--- config.mk ---
export PLATFORM = sky130hd
export DESIGN_NAME = exec_core
export DESIGN_NICKNAME = d
export VERILOG_FILES = /design/src/hw/exec_pkg.sv /design/src/hw/alu.sv /design/src/hw/exec_core.sv /design/src/hw/exec_pipeline.sv /design/src/hw/instr_decoder.sv /design/src/hw/mul_unit.sv /design/src/hw/operand_bypass.sv /design/src/hw/reg_file.sv
export VERILOG_INCLUDE_DIRS = /design/src /design/src/include
export SDC_FILE = /design/constraint.sdc
export NUM_CORES = 2
export LEC_CHECK = 0
export BUFFER_PORTS_ARGS = -buffer_cell sky130_fd_sc_hd__buf_2
export CAP_MARGIN = 0
export CORE_AREA = 3 3 385 387
export CTS_CLUSTER_SIZE = 40
export DETAILED_ROUTE_END_ITERATION = 12
export DIE_AREA = 0 0 388 390
export PLACE_DENSITY = 0.85
export SETUP_SLACK_MARGIN = 0.2
export SLEW_MARGIN = 10
export SYNTH_ARGS = -nofsm -noshare
export SYNTH_HDL_FRONTEND = slang
export SYNTH_HIERARCHICAL = 1
export SYNTH_SLANG_ARGS = --single-unit
--- constraint.sdc ---
create_clock -name clk_i -period 14.24 [get_ports clk_i]
set_clock_uncertainty 0.2 [all_clocks]
set_input_delay 2.848 -clock clk_i [delete_from_list [all_inputs] [get_ports clk_i]]
set_output_delay 2.848 -clock clk_i [all_outputs]
set_load 0.005 [all_outputs]
--- src/include/exec_core_macros.svh ---
`ifndef EXEC_CORE_MACROS_SVH
`define EXEC_CORE_MACROS_SVH

// Widths
`define XLEN          32
`define REG_ADDR_W    5
`define NUM_REGS      32
`define INSTR_W       32

// Major opcodes
`define OPC_OP        7'b0110011
`define OPC_OP_IMM    7'b0010011

// funct7 selectors for the OP opcode
`define FUNCT7_SUB    7'b0100000
`define FUNCT7_MULDIV 7'b0000001

// funct3 encodings shared by OP and OP-IMM
`define F3_ADD        3'b000
`define F3_SLT        3'b010
`define F3_SLTU       3'b011
`define F3_XOR        3'b100
`define F3_OR         3'b110
`define F3_AND        3'b111

// Multiplier latency from acceptance to valid
`define MUL_CYCLES    4

`endif

--- src/hw/exec_pkg.sv ---
`include "exec_core_macros.svh"

package exec_pkg;

    // R-type view of an instruction word
    typedef struct packed {
        logic [6:0] funct7;
        logic [4:0] rs2;
        logic [4:0] rs1;
        logic [2:0] funct3;
        logic [4:0] rd;
        logic [6:0] opcode;
    } r_fmt_t;

    // I-type view of an instruction word
    typedef struct packed {
        logic [11:0] imm;
        logic [4:0]  rs1;
        logic [2:0]  funct3;
        logic [4:0]  rd;
        logic [6:0]  opcode;
    } i_fmt_t;

    typedef union packed {
        r_fmt_t r_fmt;
        i_fmt_t i_fmt;
    } instr_u;

    typedef enum logic [2:0] {
        ALU_ADD,
        ALU_SUB,
        ALU_SLT,
        ALU_SLTU,
        ALU_XOR,
        ALU_OR,
        ALU_AND
    } alu_op_e;

    // Unit that supplies a stage's result
    typedef enum logic {
        FU_ALU,
        FU_MUL
    } func_unit_e;

    typedef struct packed {
        logic [`REG_ADDR_W-1:0] rs1;
        logic [`REG_ADDR_W-1:0] rs2;
        logic [`REG_ADDR_W-1:0] rd;
        alu_op_e                op;
        logic                   use_imm;
        logic [`XLEN-1:0]       imm;
        func_unit_e             unit;
    } decoded_t;

    typedef struct packed {
        logic [`REG_ADDR_W-1:0] rd;
        logic [`XLEN-1:0]       data;
    } commit_t;

endpackage

--- src/hw/alu.sv ---
`timescale 1ns/1ns
`include "exec_core_macros.svh"

module alu (
    input  exec_pkg::alu_op_e op_i,
    input  logic [`XLEN-1:0]  a_i,
    input  logic [`XLEN-1:0]  b_i,
    output logic [`XLEN-1:0]  result_o
);

    // One subtractor for SUB, SLT and SLTU, top bit is the borrow
    logic [`XLEN:0] diff;
    logic           lt_signed;

    assign diff = {1'b0, a_i} - {1'b0, b_i};

    // Sign bits decide when they differ
    assign lt_signed = (a_i[`XLEN-1] != b_i[`XLEN-1]) ? a_i[`XLEN-1] : diff[`XLEN-1];

    always_comb begin
        case (op_i)
            exec_pkg::ALU_ADD:  result_o = a_i + b_i;
            exec_pkg::ALU_SUB:  result_o = diff[`XLEN-1:0];
            exec_pkg::ALU_SLT:  result_o = {{(`XLEN-1){1'b0}}, lt_signed};
            exec_pkg::ALU_SLTU: result_o = {{(`XLEN-1){1'b0}}, diff[`XLEN]};
            exec_pkg::ALU_XOR:  result_o = a_i ^ b_i;
            exec_pkg::ALU_OR:   result_o = a_i | b_i;
            exec_pkg::ALU_AND:  result_o = a_i & b_i;
            default:            result_o = a_i + b_i;
        endcase
    end

endmodule

--- src/hw/exec_core.sv ---
`timescale 1ns/1ns
`include "exec_core_macros.svh"

module exec_core (
    input  logic              clk_i,
    input  logic              rst_ni,
    input  logic              instr_valid_i,
    input  exec_pkg::instr_u  instr_i,
    output logic              instr_ready_o,
    output logic              commit_valid_o,
    output exec_pkg::commit_t commit_o
);

    exec_pkg::decoded_t     decoded;
    logic [`REG_ADDR_W-1:0] rs1_addr;
    logic [`REG_ADDR_W-1:0] rs2_addr;
    logic [`XLEN-1:0]       rs1_data;
    logic [`XLEN-1:0]       rs2_data;

    instr_decoder u_decoder (
        .instr_i   (instr_i),
        .decoded_o (decoded)
    );

    // Written back by the commit strobe
    reg_file u_regs (
        .clk_i      (clk_i),
        .rst_ni     (rst_ni),
        .rs1_addr_i (rs1_addr),
        .rs2_addr_i (rs2_addr),
        .rs1_data_o (rs1_data),
        .rs2_data_o (rs2_data),
        .wr_en_i    (commit_valid_o),
        .wr_i       (commit_o)
    );

    exec_pipeline u_pipeline (
        .clk_i          (clk_i),
        .rst_ni         (rst_ni),
        .valid_i        (instr_valid_i),
        .decoded_i      (decoded),
        .ready_o        (instr_ready_o),
        .rs1_addr_o     (rs1_addr),
        .rs2_addr_o     (rs2_addr),
        .rs1_data_i     (rs1_data),
        .rs2_data_i     (rs2_data),
        .commit_valid_o (commit_valid_o),
        .commit_o       (commit_o)
    );

endmodule

--- src/hw/exec_pipeline.sv ---
`timescale 1ns/1ns
`include "exec_core_macros.svh"

module exec_pipeline (
    input  logic                   clk_i,
    input  logic                   rst_ni,
    input  logic                   valid_i,
    input  exec_pkg::decoded_t     decoded_i,
    output logic                   ready_o,
    output logic [`REG_ADDR_W-1:0] rs1_addr_o,
    output logic [`REG_ADDR_W-1:0] rs2_addr_o,
    input  logic [`XLEN-1:0]       rs1_data_i,
    input  logic [`XLEN-1:0]       rs2_data_i,
    output logic                   commit_valid_o,
    output exec_pkg::commit_t      commit_o
);

    typedef struct packed {
        logic                   pending;
        logic [`REG_ADDR_W-1:0] rd;
        exec_pkg::func_unit_e   sel;
        logic [`XLEN-1:0]       data;
    } stage_t;

    logic               de_ex_valid_q;
    exec_pkg::decoded_t de_ex_q;
    logic               issue;

    stage_t           ex1_q;
    stage_t           ex1_d;
    stage_t           ex2_q;
    stage_t           ex2_d;
    logic             ex1_data_valid;
    logic [`XLEN-1:0] ex1_data;
    logic             ex2_data_valid;
    logic [`XLEN-1:0] ex2_data;
    logic             ex2_ready;

    logic             data_hazard;
    logic [`XLEN-1:0] ex_rs1;
    logic [`XLEN-1:0] ex_rs2;
    logic [`XLEN-1:0] alu_result;
    logic             mul_ready;
    logic             mul_valid;
    logic [`XLEN-1:0] mul_result;

    //////////////////////////////
    // DE-EX register
    //////////////////////////////

    assign ready_o = !de_ex_valid_q || issue;

    always_ff @(posedge clk_i or negedge rst_ni) begin
        if (!rst_ni) begin
            de_ex_valid_q <= 1'b0;
        end else if (valid_i && ready_o) begin
            de_ex_valid_q <= 1'b1;
        end else if (issue) begin
            de_ex_valid_q <= 1'b0;
        end
    end

    always_ff @(posedge clk_i) begin
        if (valid_i && ready_o) begin
            de_ex_q <= decoded_i;
        end
    end

    // Register file reads from the held sources
    assign rs1_addr_o = de_ex_q.rs1;
    assign rs2_addr_o = de_ex_q.rs2;

    //////////////////////////////
    // Issue and execute
    //////////////////////////////

    operand_bypass u_bypass (
        .decoded_i     (de_ex_q),
        .rs1_data_i    (rs1_data_i),
        .rs2_data_i    (rs2_data_i),
        .ex1_pending_i (ex1_q.pending),
        .ex1_valid_i   (ex1_data_valid),
        .ex2_pending_i (ex2_q.pending),
        .ex2_valid_i   (ex2_data_valid),
        .ex1_rd_i      (ex1_q.rd),
        .ex2_rd_i      (ex2_q.rd),
        .ex1_data_i    (ex1_data),
        .ex2_data_i    (ex2_data),
        .rs1_o         (ex_rs1),
        .rs2_o         (ex_rs2),
        .data_hazard_o (data_hazard)
    );

    alu u_alu (
        .op_i     (de_ex_q.op),
        .a_i      (ex_rs1),
        .b_i      (de_ex_q.use_imm ? de_ex_q.imm : ex_rs2),
        .result_o (alu_result)
    );

    mul_unit u_mul (
        .clk_i    (clk_i),
        .rst_ni   (rst_ni),
        .start_i  (issue && de_ex_q.unit == exec_pkg::FU_MUL),
        .a_i      (ex_rs1),
        .b_i      (ex_rs2),
        .ready_o  (mul_ready),
        .valid_o  (mul_valid),
        .result_o (mul_result)
    );

    assign ex2_ready = !ex2_q.pending || ex2_data_valid;

    // EX1 must drain this cycle, and a busy multiplier blocks MUL
    assign issue = de_ex_valid_q && !data_hazard && (!ex1_q.pending || ex2_ready) &&
                   (de_ex_q.unit != exec_pkg::FU_MUL || mul_ready);

    //////////////////////////////
    // EX1 and EX2 stages
    //////////////////////////////

    // A multiplier valid seen by EX2 belongs to EX2
    assign ex1_data_valid = (ex1_q.sel == exec_pkg::FU_ALU) ||
                            (mul_valid && ex2_q.sel != exec_pkg::FU_MUL);
    assign ex1_data = (ex1_q.sel == exec_pkg::FU_ALU) ? ex1_q.data : mul_result;
    assign ex2_data_valid = (ex2_q.sel == exec_pkg::FU_ALU) || mul_valid;
    assign ex2_data = (ex2_q.sel == exec_pkg::FU_ALU) ? ex2_q.data : mul_result;

    always_comb begin
        ex1_d = ex1_q;
        // Fold a finished result so it no longer depends on the unit
        if (ex1_data_valid) begin
            ex1_d.sel = exec_pkg::FU_ALU;
            ex1_d.data = ex1_data;
        end
        if (ex2_ready) begin
            ex1_d.pending = 1'b0;
            ex1_d.sel = exec_pkg::FU_ALU;
        end
        if (issue) begin
            ex1_d.pending = 1'b1;
            ex1_d.rd = de_ex_q.rd;
            ex1_d.sel = de_ex_q.unit;
            ex1_d.data = alu_result;
        end
    end

    always_comb begin
        ex2_d = ex2_q;
        if (ex2_data_valid) begin
            ex2_d.pending = 1'b0;
            ex2_d.sel = exec_pkg::FU_ALU;
        end
        if (ex1_q.pending && ex2_ready) begin
            ex2_d.pending = 1'b1;
            ex2_d.rd = ex1_q.rd;
            ex2_d.sel = ex1_data_valid ? exec_pkg::FU_ALU : ex1_q.sel;
            ex2_d.data = ex1_data;
        end
    end

    always_ff @(posedge clk_i or negedge rst_ni) begin
        if (!rst_ni) begin
            ex1_q <= '0;
            ex2_q <= '0;
        end else begin
            ex1_q <= ex1_d;
            ex2_q <= ex2_d;
        end
    end

    // Write-back strobe
    assign commit_valid_o = ex2_q.pending && ex2_data_valid;
    assign commit_o.rd = ex2_q.rd;
    assign commit_o.data = ex2_data;

endmodule

--- src/hw/instr_decoder.sv ---
`timescale 1ns/1ns
`include "exec_core_macros.svh"

module instr_decoder (
    input  exec_pkg::instr_u   instr_i,
    output exec_pkg::decoded_t decoded_o
);

    exec_pkg::alu_op_e f3_op;
    logic              f3_ok;

    // funct3 sits at the same place in both views
    always_comb begin
        f3_ok = 1'b1;
        f3_op = exec_pkg::ALU_ADD;
        case (instr_i.r_fmt.funct3)
            `F3_ADD:  f3_op = exec_pkg::ALU_ADD;
            `F3_SLT:  f3_op = exec_pkg::ALU_SLT;
            `F3_SLTU: f3_op = exec_pkg::ALU_SLTU;
            `F3_XOR:  f3_op = exec_pkg::ALU_XOR;
            `F3_OR:   f3_op = exec_pkg::ALU_OR;
            `F3_AND:  f3_op = exec_pkg::ALU_AND;
            default:  f3_ok = 1'b0;
        endcase
    end

    always_comb begin
        // No-op unless a supported encoding matches: x0 <= x0 + 0
        decoded_o = '0;
        decoded_o.op = exec_pkg::ALU_ADD;
        decoded_o.use_imm = 1'b1;
        decoded_o.unit = exec_pkg::FU_ALU;

        case (instr_i.r_fmt.opcode)
            `OPC_OP: begin
                if ((instr_i.r_fmt.funct7 == 7'd0 && f3_ok) ||
                    (instr_i.r_fmt.funct3 == `F3_ADD &&
                     (instr_i.r_fmt.funct7 == `FUNCT7_SUB ||
                      instr_i.r_fmt.funct7 == `FUNCT7_MULDIV))) begin
                    decoded_o.rs1 = instr_i.r_fmt.rs1;
                    decoded_o.rs2 = instr_i.r_fmt.rs2;
                    decoded_o.rd = instr_i.r_fmt.rd;
                    decoded_o.use_imm = 1'b0;
                    decoded_o.op = f3_op;
                    if (instr_i.r_fmt.funct7 == `FUNCT7_SUB) begin
                        decoded_o.op = exec_pkg::ALU_SUB;
                    end
                    if (instr_i.r_fmt.funct7 == `FUNCT7_MULDIV) begin
                        decoded_o.unit = exec_pkg::FU_MUL;
                    end
                end
            end
            `OPC_OP_IMM: begin
                if (f3_ok) begin
                    decoded_o.rs1 = instr_i.i_fmt.rs1;
                    decoded_o.rd = instr_i.i_fmt.rd;
                    decoded_o.op = f3_op;
                    decoded_o.imm = {{(`XLEN-12){instr_i[`INSTR_W-1]}}, instr_i.i_fmt.imm};
                end
            end
            default: ;
        endcase
    end

endmodule

--- src/hw/mul_unit.sv ---
`timescale 1ns/1ns
`include "exec_core_macros.svh"

module mul_unit (
    input  logic             clk_i,
    input  logic             rst_ni,
    input  logic             start_i,
    input  logic [`XLEN-1:0] a_i,
    input  logic [`XLEN-1:0] b_i,
    output logic             ready_o,
    output logic             valid_o,
    output logic [`XLEN-1:0] result_o
);

    // Multiplier bits consumed per step
    localparam int STEP_W = `XLEN / `MUL_CYCLES;
    localparam int CNT_W = $clog2(`MUL_CYCLES + 1);

    logic [`XLEN-1:0] a_q;
    logic [`XLEN-1:0] b_q;
    logic [`XLEN-1:0] acc_q;
    logic [`XLEN-1:0] acc_d;
    logic [CNT_W-1:0] cnt_q;
    logic             done_q;

    // Shift-and-add over the low STEP_W bits of the multiplier
    always_comb begin
        acc_d = acc_q;
        for (int j = 0; j < STEP_W; j++) begin
            if (b_q[j]) begin
                acc_d = acc_d + (a_q << j);
            end
        end
    end

    always_ff @(posedge clk_i or negedge rst_ni) begin
        if (!rst_ni) begin
            cnt_q <= '0;
            done_q <= 1'b0;
        end else if (start_i) begin
            cnt_q <= CNT_W'(`MUL_CYCLES);
            done_q <= 1'b0;
        end else if (cnt_q != '0) begin
            cnt_q <= cnt_q - 1'b1;
            done_q <= (cnt_q == CNT_W'(1));
        end
    end

    always_ff @(posedge clk_i) begin
        if (start_i) begin
            a_q <= a_i;
            b_q <= b_i;
            acc_q <= '0;
        end else if (cnt_q != '0) begin
            acc_q <= acc_d;
            a_q <= a_q << STEP_W;
            b_q <= b_q >> STEP_W;
        end
    end

    // Result held until the next start
    assign ready_o = (cnt_q == '0);
    assign valid_o = done_q;
    assign result_o = acc_q;

endmodule

--- src/hw/operand_bypass.sv ---
`timescale 1ns/1ns
`include "exec_core_macros.svh"

module operand_bypass (
    input  exec_pkg::decoded_t     decoded_i,
    input  logic [`XLEN-1:0]       rs1_data_i,
    input  logic [`XLEN-1:0]       rs2_data_i,
    input  logic                   ex1_pending_i,
    input  logic                   ex1_valid_i,
    input  logic                   ex2_pending_i,
    input  logic                   ex2_valid_i,
    input  logic [`REG_ADDR_W-1:0] ex1_rd_i,
    input  logic [`REG_ADDR_W-1:0] ex2_rd_i,
    input  logic [`XLEN-1:0]       ex1_data_i,
    input  logic [`XLEN-1:0]       ex2_data_i,
    output logic [`XLEN-1:0]       rs1_o,
    output logic [`XLEN-1:0]       rs2_o,
    output logic                   data_hazard_o
);

    logic rs1_hazard;
    logic rs2_hazard;

    // Returns {hazard, operand} for one source register
    function automatic logic [`XLEN:0] forward(input logic [`REG_ADDR_W-1:0] src,
                                               input logic [`XLEN-1:0]       rf_data);
        logic [`XLEN:0] res;
        res = {1'b0, rf_data};
        if (src != '0 && ex2_pending_i && ex2_rd_i == src) begin
            res = {!ex2_valid_i, ex2_data_i};
        end
        // EX1 holds the younger producer so it wins
        if (src != '0 && ex1_pending_i && ex1_rd_i == src) begin
            res = {!ex1_valid_i, ex1_data_i};
        end
        return res;
    endfunction

    always_comb begin
        {rs1_hazard, rs1_o} = forward(decoded_i.rs1, rs1_data_i);
        {rs2_hazard, rs2_o} = forward(decoded_i.rs2, rs2_data_i);
    end

    assign data_hazard_o = rs1_hazard || rs2_hazard;

endmodule

--- src/hw/reg_file.sv ---
`timescale 1ns/1ns
`include "exec_core_macros.svh"

module reg_file (
    input  logic                   clk_i,
    input  logic                   rst_ni,
    input  logic [`REG_ADDR_W-1:0] rs1_addr_i,
    input  logic [`REG_ADDR_W-1:0] rs2_addr_i,
    output logic [`XLEN-1:0]       rs1_data_o,
    output logic [`XLEN-1:0]       rs2_data_o,
    input  logic                   wr_en_i,
    input  exec_pkg::commit_t      wr_i
);

    // x1 to x31, x0 has no storage
    logic [`XLEN-1:0] regs [1:`NUM_REGS-1];

    always_ff @(posedge clk_i or negedge rst_ni) begin
        if (!rst_ni) begin
            regs <= '{default: '0};
        end else if (wr_en_i && wr_i.rd != '0) begin
            regs[wr_i.rd] <= wr_i.data;
        end
    end

    assign rs1_data_o = (rs1_addr_i == '0) ? '0 : regs[rs1_addr_i];
    assign rs2_data_o = (rs2_addr_i == '0) ? '0 : regs[rs2_addr_i];

endmodule

==> impl_results.md <==
- Req. time, crit path: 14.70 ns
- Fin crit period: 13.54 ns
- # clock sinks: 1223
- Synth warn: 6
- Chip width: 388 um
- Initial DRC count: 10100
- Wire length on met1: 102000 um
- Most common cell in the netlist: mux2_2
- Area share of fa/ha/maj cells after synthesis: 5.25%
- Initial Utilization: 58.7%
- Mapped Nets: 7962
- Post-synthesis register bit count: 1223
- R2R depth: 63
- WHS Path Cells: 1
- Clock Tree Buf Depth: 3
- Met3 WL: 39700 um
- Synth unique cells: 120
- Register area share after synthesis: 36.4%
- Gpl congestion: 1.07
- Tightest Pin Transition: 1.36 ns
- Final hold slack: 0.289 ns
- Avg Inst Size Synth: 11.2 sq um
- Final setup fails: 0
- Die height: 390 um
- Clk root buf: clkbuf_16
- First-pass GRT wire length: 446000 um
- Crit Path Max Fanout: 6
- Slew headroom: 8.60%
- Post-Syn Instances: 7576
- Synth Area in XOR/XNOR: 2.06%
- Status: completed
- Simple-gate share of the synthesized area: 7.65%
- Fillers: 10200
- WL/cell: 31.5 um
- Combined area of the multi-input logic cells: 51300 sq um
- DP Wirelength: 191000 um
- CP max stage delay: 0.49 ns
- H-tree Lvls: 3
- Net count reported at finish: 7909
- CTS buffer count: 117
- CP most frequent cell: ha_1
- CTS clock-pin slew for the worst setup and hold paths: 0.06 ns
- Largest net degree at the start of global routing: 180
- Endpoint type of the worst setup path: register
- Max Transition Viols Final: 0
- CP max stage cell: a21oi_1
- Top routing layer in use: met5
- Combinational family with the most area after synthesis: multiplexers
- DR pass1 iterations: 8
- Mapped cell area: 85200 sq um
- Final Hold Fails: 0
- Post-synth top area share: 31.6%
- Clk_lat worst skew: 0.80 ns
- Period utilisation layout: 95.1%
- IO Port Bufs: 73
- WP data arrival: 14.00 ns
- Total Die Area: 151000 sq um
- Initial antenna violation count: 21
- Reg area: 31000 sq um
- # IOs: 74
- Final WL: 301000 um
- Vias per cell: 7.45
- Vias in the first global route: 71500
- Async SR Flop Fraction: 87.9%
- Compound-Gate Fraction of Synth Area: 13.1%
- # Max-Cap Violations: 0
- Startpoint Class: register
- GRT Total Usage: 38.6%
- # rows: 140
- FMAX: 0.0738 GHz
- WS Path Type: reg -> reg
- Synthesis-to-layout area growth: 9.36%
- Most frequent cells after synthesis: 1247 x mux2_2, 1075 x dfrtp_1, 373 x mux4_2
- Routed wl met2: 130000 um
- DRC Markers: 0
- Cell taking the most area after synthesis: dfrtp_1
- EDFF count, synth: 116
- Layout cells sized above 1: 33.9%
- Grt ovf: 0
- Via Count: 71100
- CTS tree: done
- Mux cell area share after synthesis: 30.9%
- Core Box Area: 145000 sq um
- Hold WC Path Type: reg -> reg
- Main synth FF type: dfrtp_1
- Final ANT Viol Nets: 0
- Synth top area cells: dfrtp_1 32%, mux2_2 16%, mux4_2 9.9%
-- registers in the layout, summed over array words and instances, names as in the netlist --
register and cells:
u_regs/regs 992, u_pipeline/de_ex_q 42, u_pipeline/u_mul/a_q 32, u_pipeline/rs1_addr_o 5
u_pipeline/rs2_addr_o 5, u_pipeline/ex2_q 34, u_pipeline/de_ex_valid_q 1, u_pipeline/commit_o 5
u_pipeline/u_mul/cnt_q 3, u_pipeline/ex1_q 39, u_pipeline/u_mul/result_o 32, u_pipeline/u_mul/b_q 32
u_pipeline/u_mul/valid_o 1
-- layer usage --
layer,vias up,track usage (%)
met3,1930,12.7
met4,18,30.5
met5,-,0.447
met2,5795,58.0
met1,34900,45.8
li1,28500,-
-- repair_timing --
item | in CTS | in global routing
hold buffers | 0 | 0
endpoints found under the setup margin | 1 | 13
pin swaps | 0 | 50
gates resized for setup | 9 | 167
setup buffers | 0 | 31
-- area by class of cell --
class | count | share of cell area (%)
clock buffer | 164 | 3.63
timing repair buffer | 467 | 3.70
clock inverter | 55 | 0.764
sequential | 1223 | 33.3
inverter | 226 | 0.912
tap | 1917 | 2.57
multi-input combinational | 5488 | 55.1
antenna | 10 | 0.0269
-- worst max-delay path: cells and delay by family (launching register included) --
| family | cells | cell delay (ns) |
|---|---|---|
| AO/OA/AOI/OAI | 26 | 5.19 |
| adder cells (fa/ha/maj) | 8 | 2.63 |
| AND/OR/NAND/NOR | 13 | 1.97 |
| XOR/XNOR | 7 | 1.25 |
| multiplexers | 4 | 1.16 |
| buffers and inverters | 5 | 0.62 |
| flip-flops | 1 | 0.39 |
-- cells in the final DEF, fill, tap and decap left out, types with 118 or more instances in the layout --
cell type	netlist	routed
clkbuf_16	0	118
ha_1	340	316
a21oi_1	336	304
a211oi_1	145	139
a21o_1	122	122
nor2_1	310	293
nand2_1	363	348
buf_4	69	384
dfrtp_1	1075	1073
inv_1	219	217
mux2i_1	370	368
o22ai_1	134	134
mux4_2	373	373
o21ai_0	196	169
mux2_2	1247	1246
xnor2_1	129	127
-- through the flow --
stage	instances	area (sq um)	setup WS [ns]	TNS [ns]	utilization (%)
after global routing	9541	93200	-0.000193	-0.000193	64.1
after detailed placement	9290	88000	0.0400	0	60.6
after floorplan	7576	85200	0.773	0	-
after global placement	9290	88000	0.273	0	60.6
after CTS	9509	92200	0.203	0	63.5
final	9550	93200	0.696	0	64.2
-- path summary, 6_finish.rpt --
kind | slack, ns | start | end
worst max-delay path | 0.70 | u_pipeline/u_mul/a_q[10]$_DFFE_PP_ | u_pipeline/u_mul/result_o[31]$_SDFFE_PP0N_
worst min-delay path | 0.29 | u_pipeline/u_mul/cnt_q[2]$_DFFE_PN0P_ | u_pipeline/u_mul/valid_o$_DFFE_PN0P_
worst max register to register | 0.70 | u_pipeline/u_mul/a_q[10]$_DFFE_PP_ | u_pipeline/u_mul/result_o[31]$_SDFFE_PP0N_
worst min register to register | 0.29 | u_pipeline/u_mul/cnt_q[2]$_DFFE_PN0P_ | u_pipeline/u_mul/valid_o$_DFFE_PN0P_
max in group asynchronous | 9.33 | rst_ni | u_pipeline/ex1_q[32]$_DFFE_PN0P_
min in group asynchronous | 1.97 | rst_ni | u_regs/regs[89]$_DFFE_PN0P_
-- cells by family after synthesis --
group / count (synthesis)
adder cells (fa/ha/maj): 351
AND/OR/NAND/NOR: 1309
buffers and inverters: 865
XOR/XNOR: 197
flip-flops: 1223
AO/OA/AOI/OAI: 1623
multiplexers: 2008
Power is not shown: default switching activity piles up to over one toggle a cycle in this logic, so the estimate is an artifact.
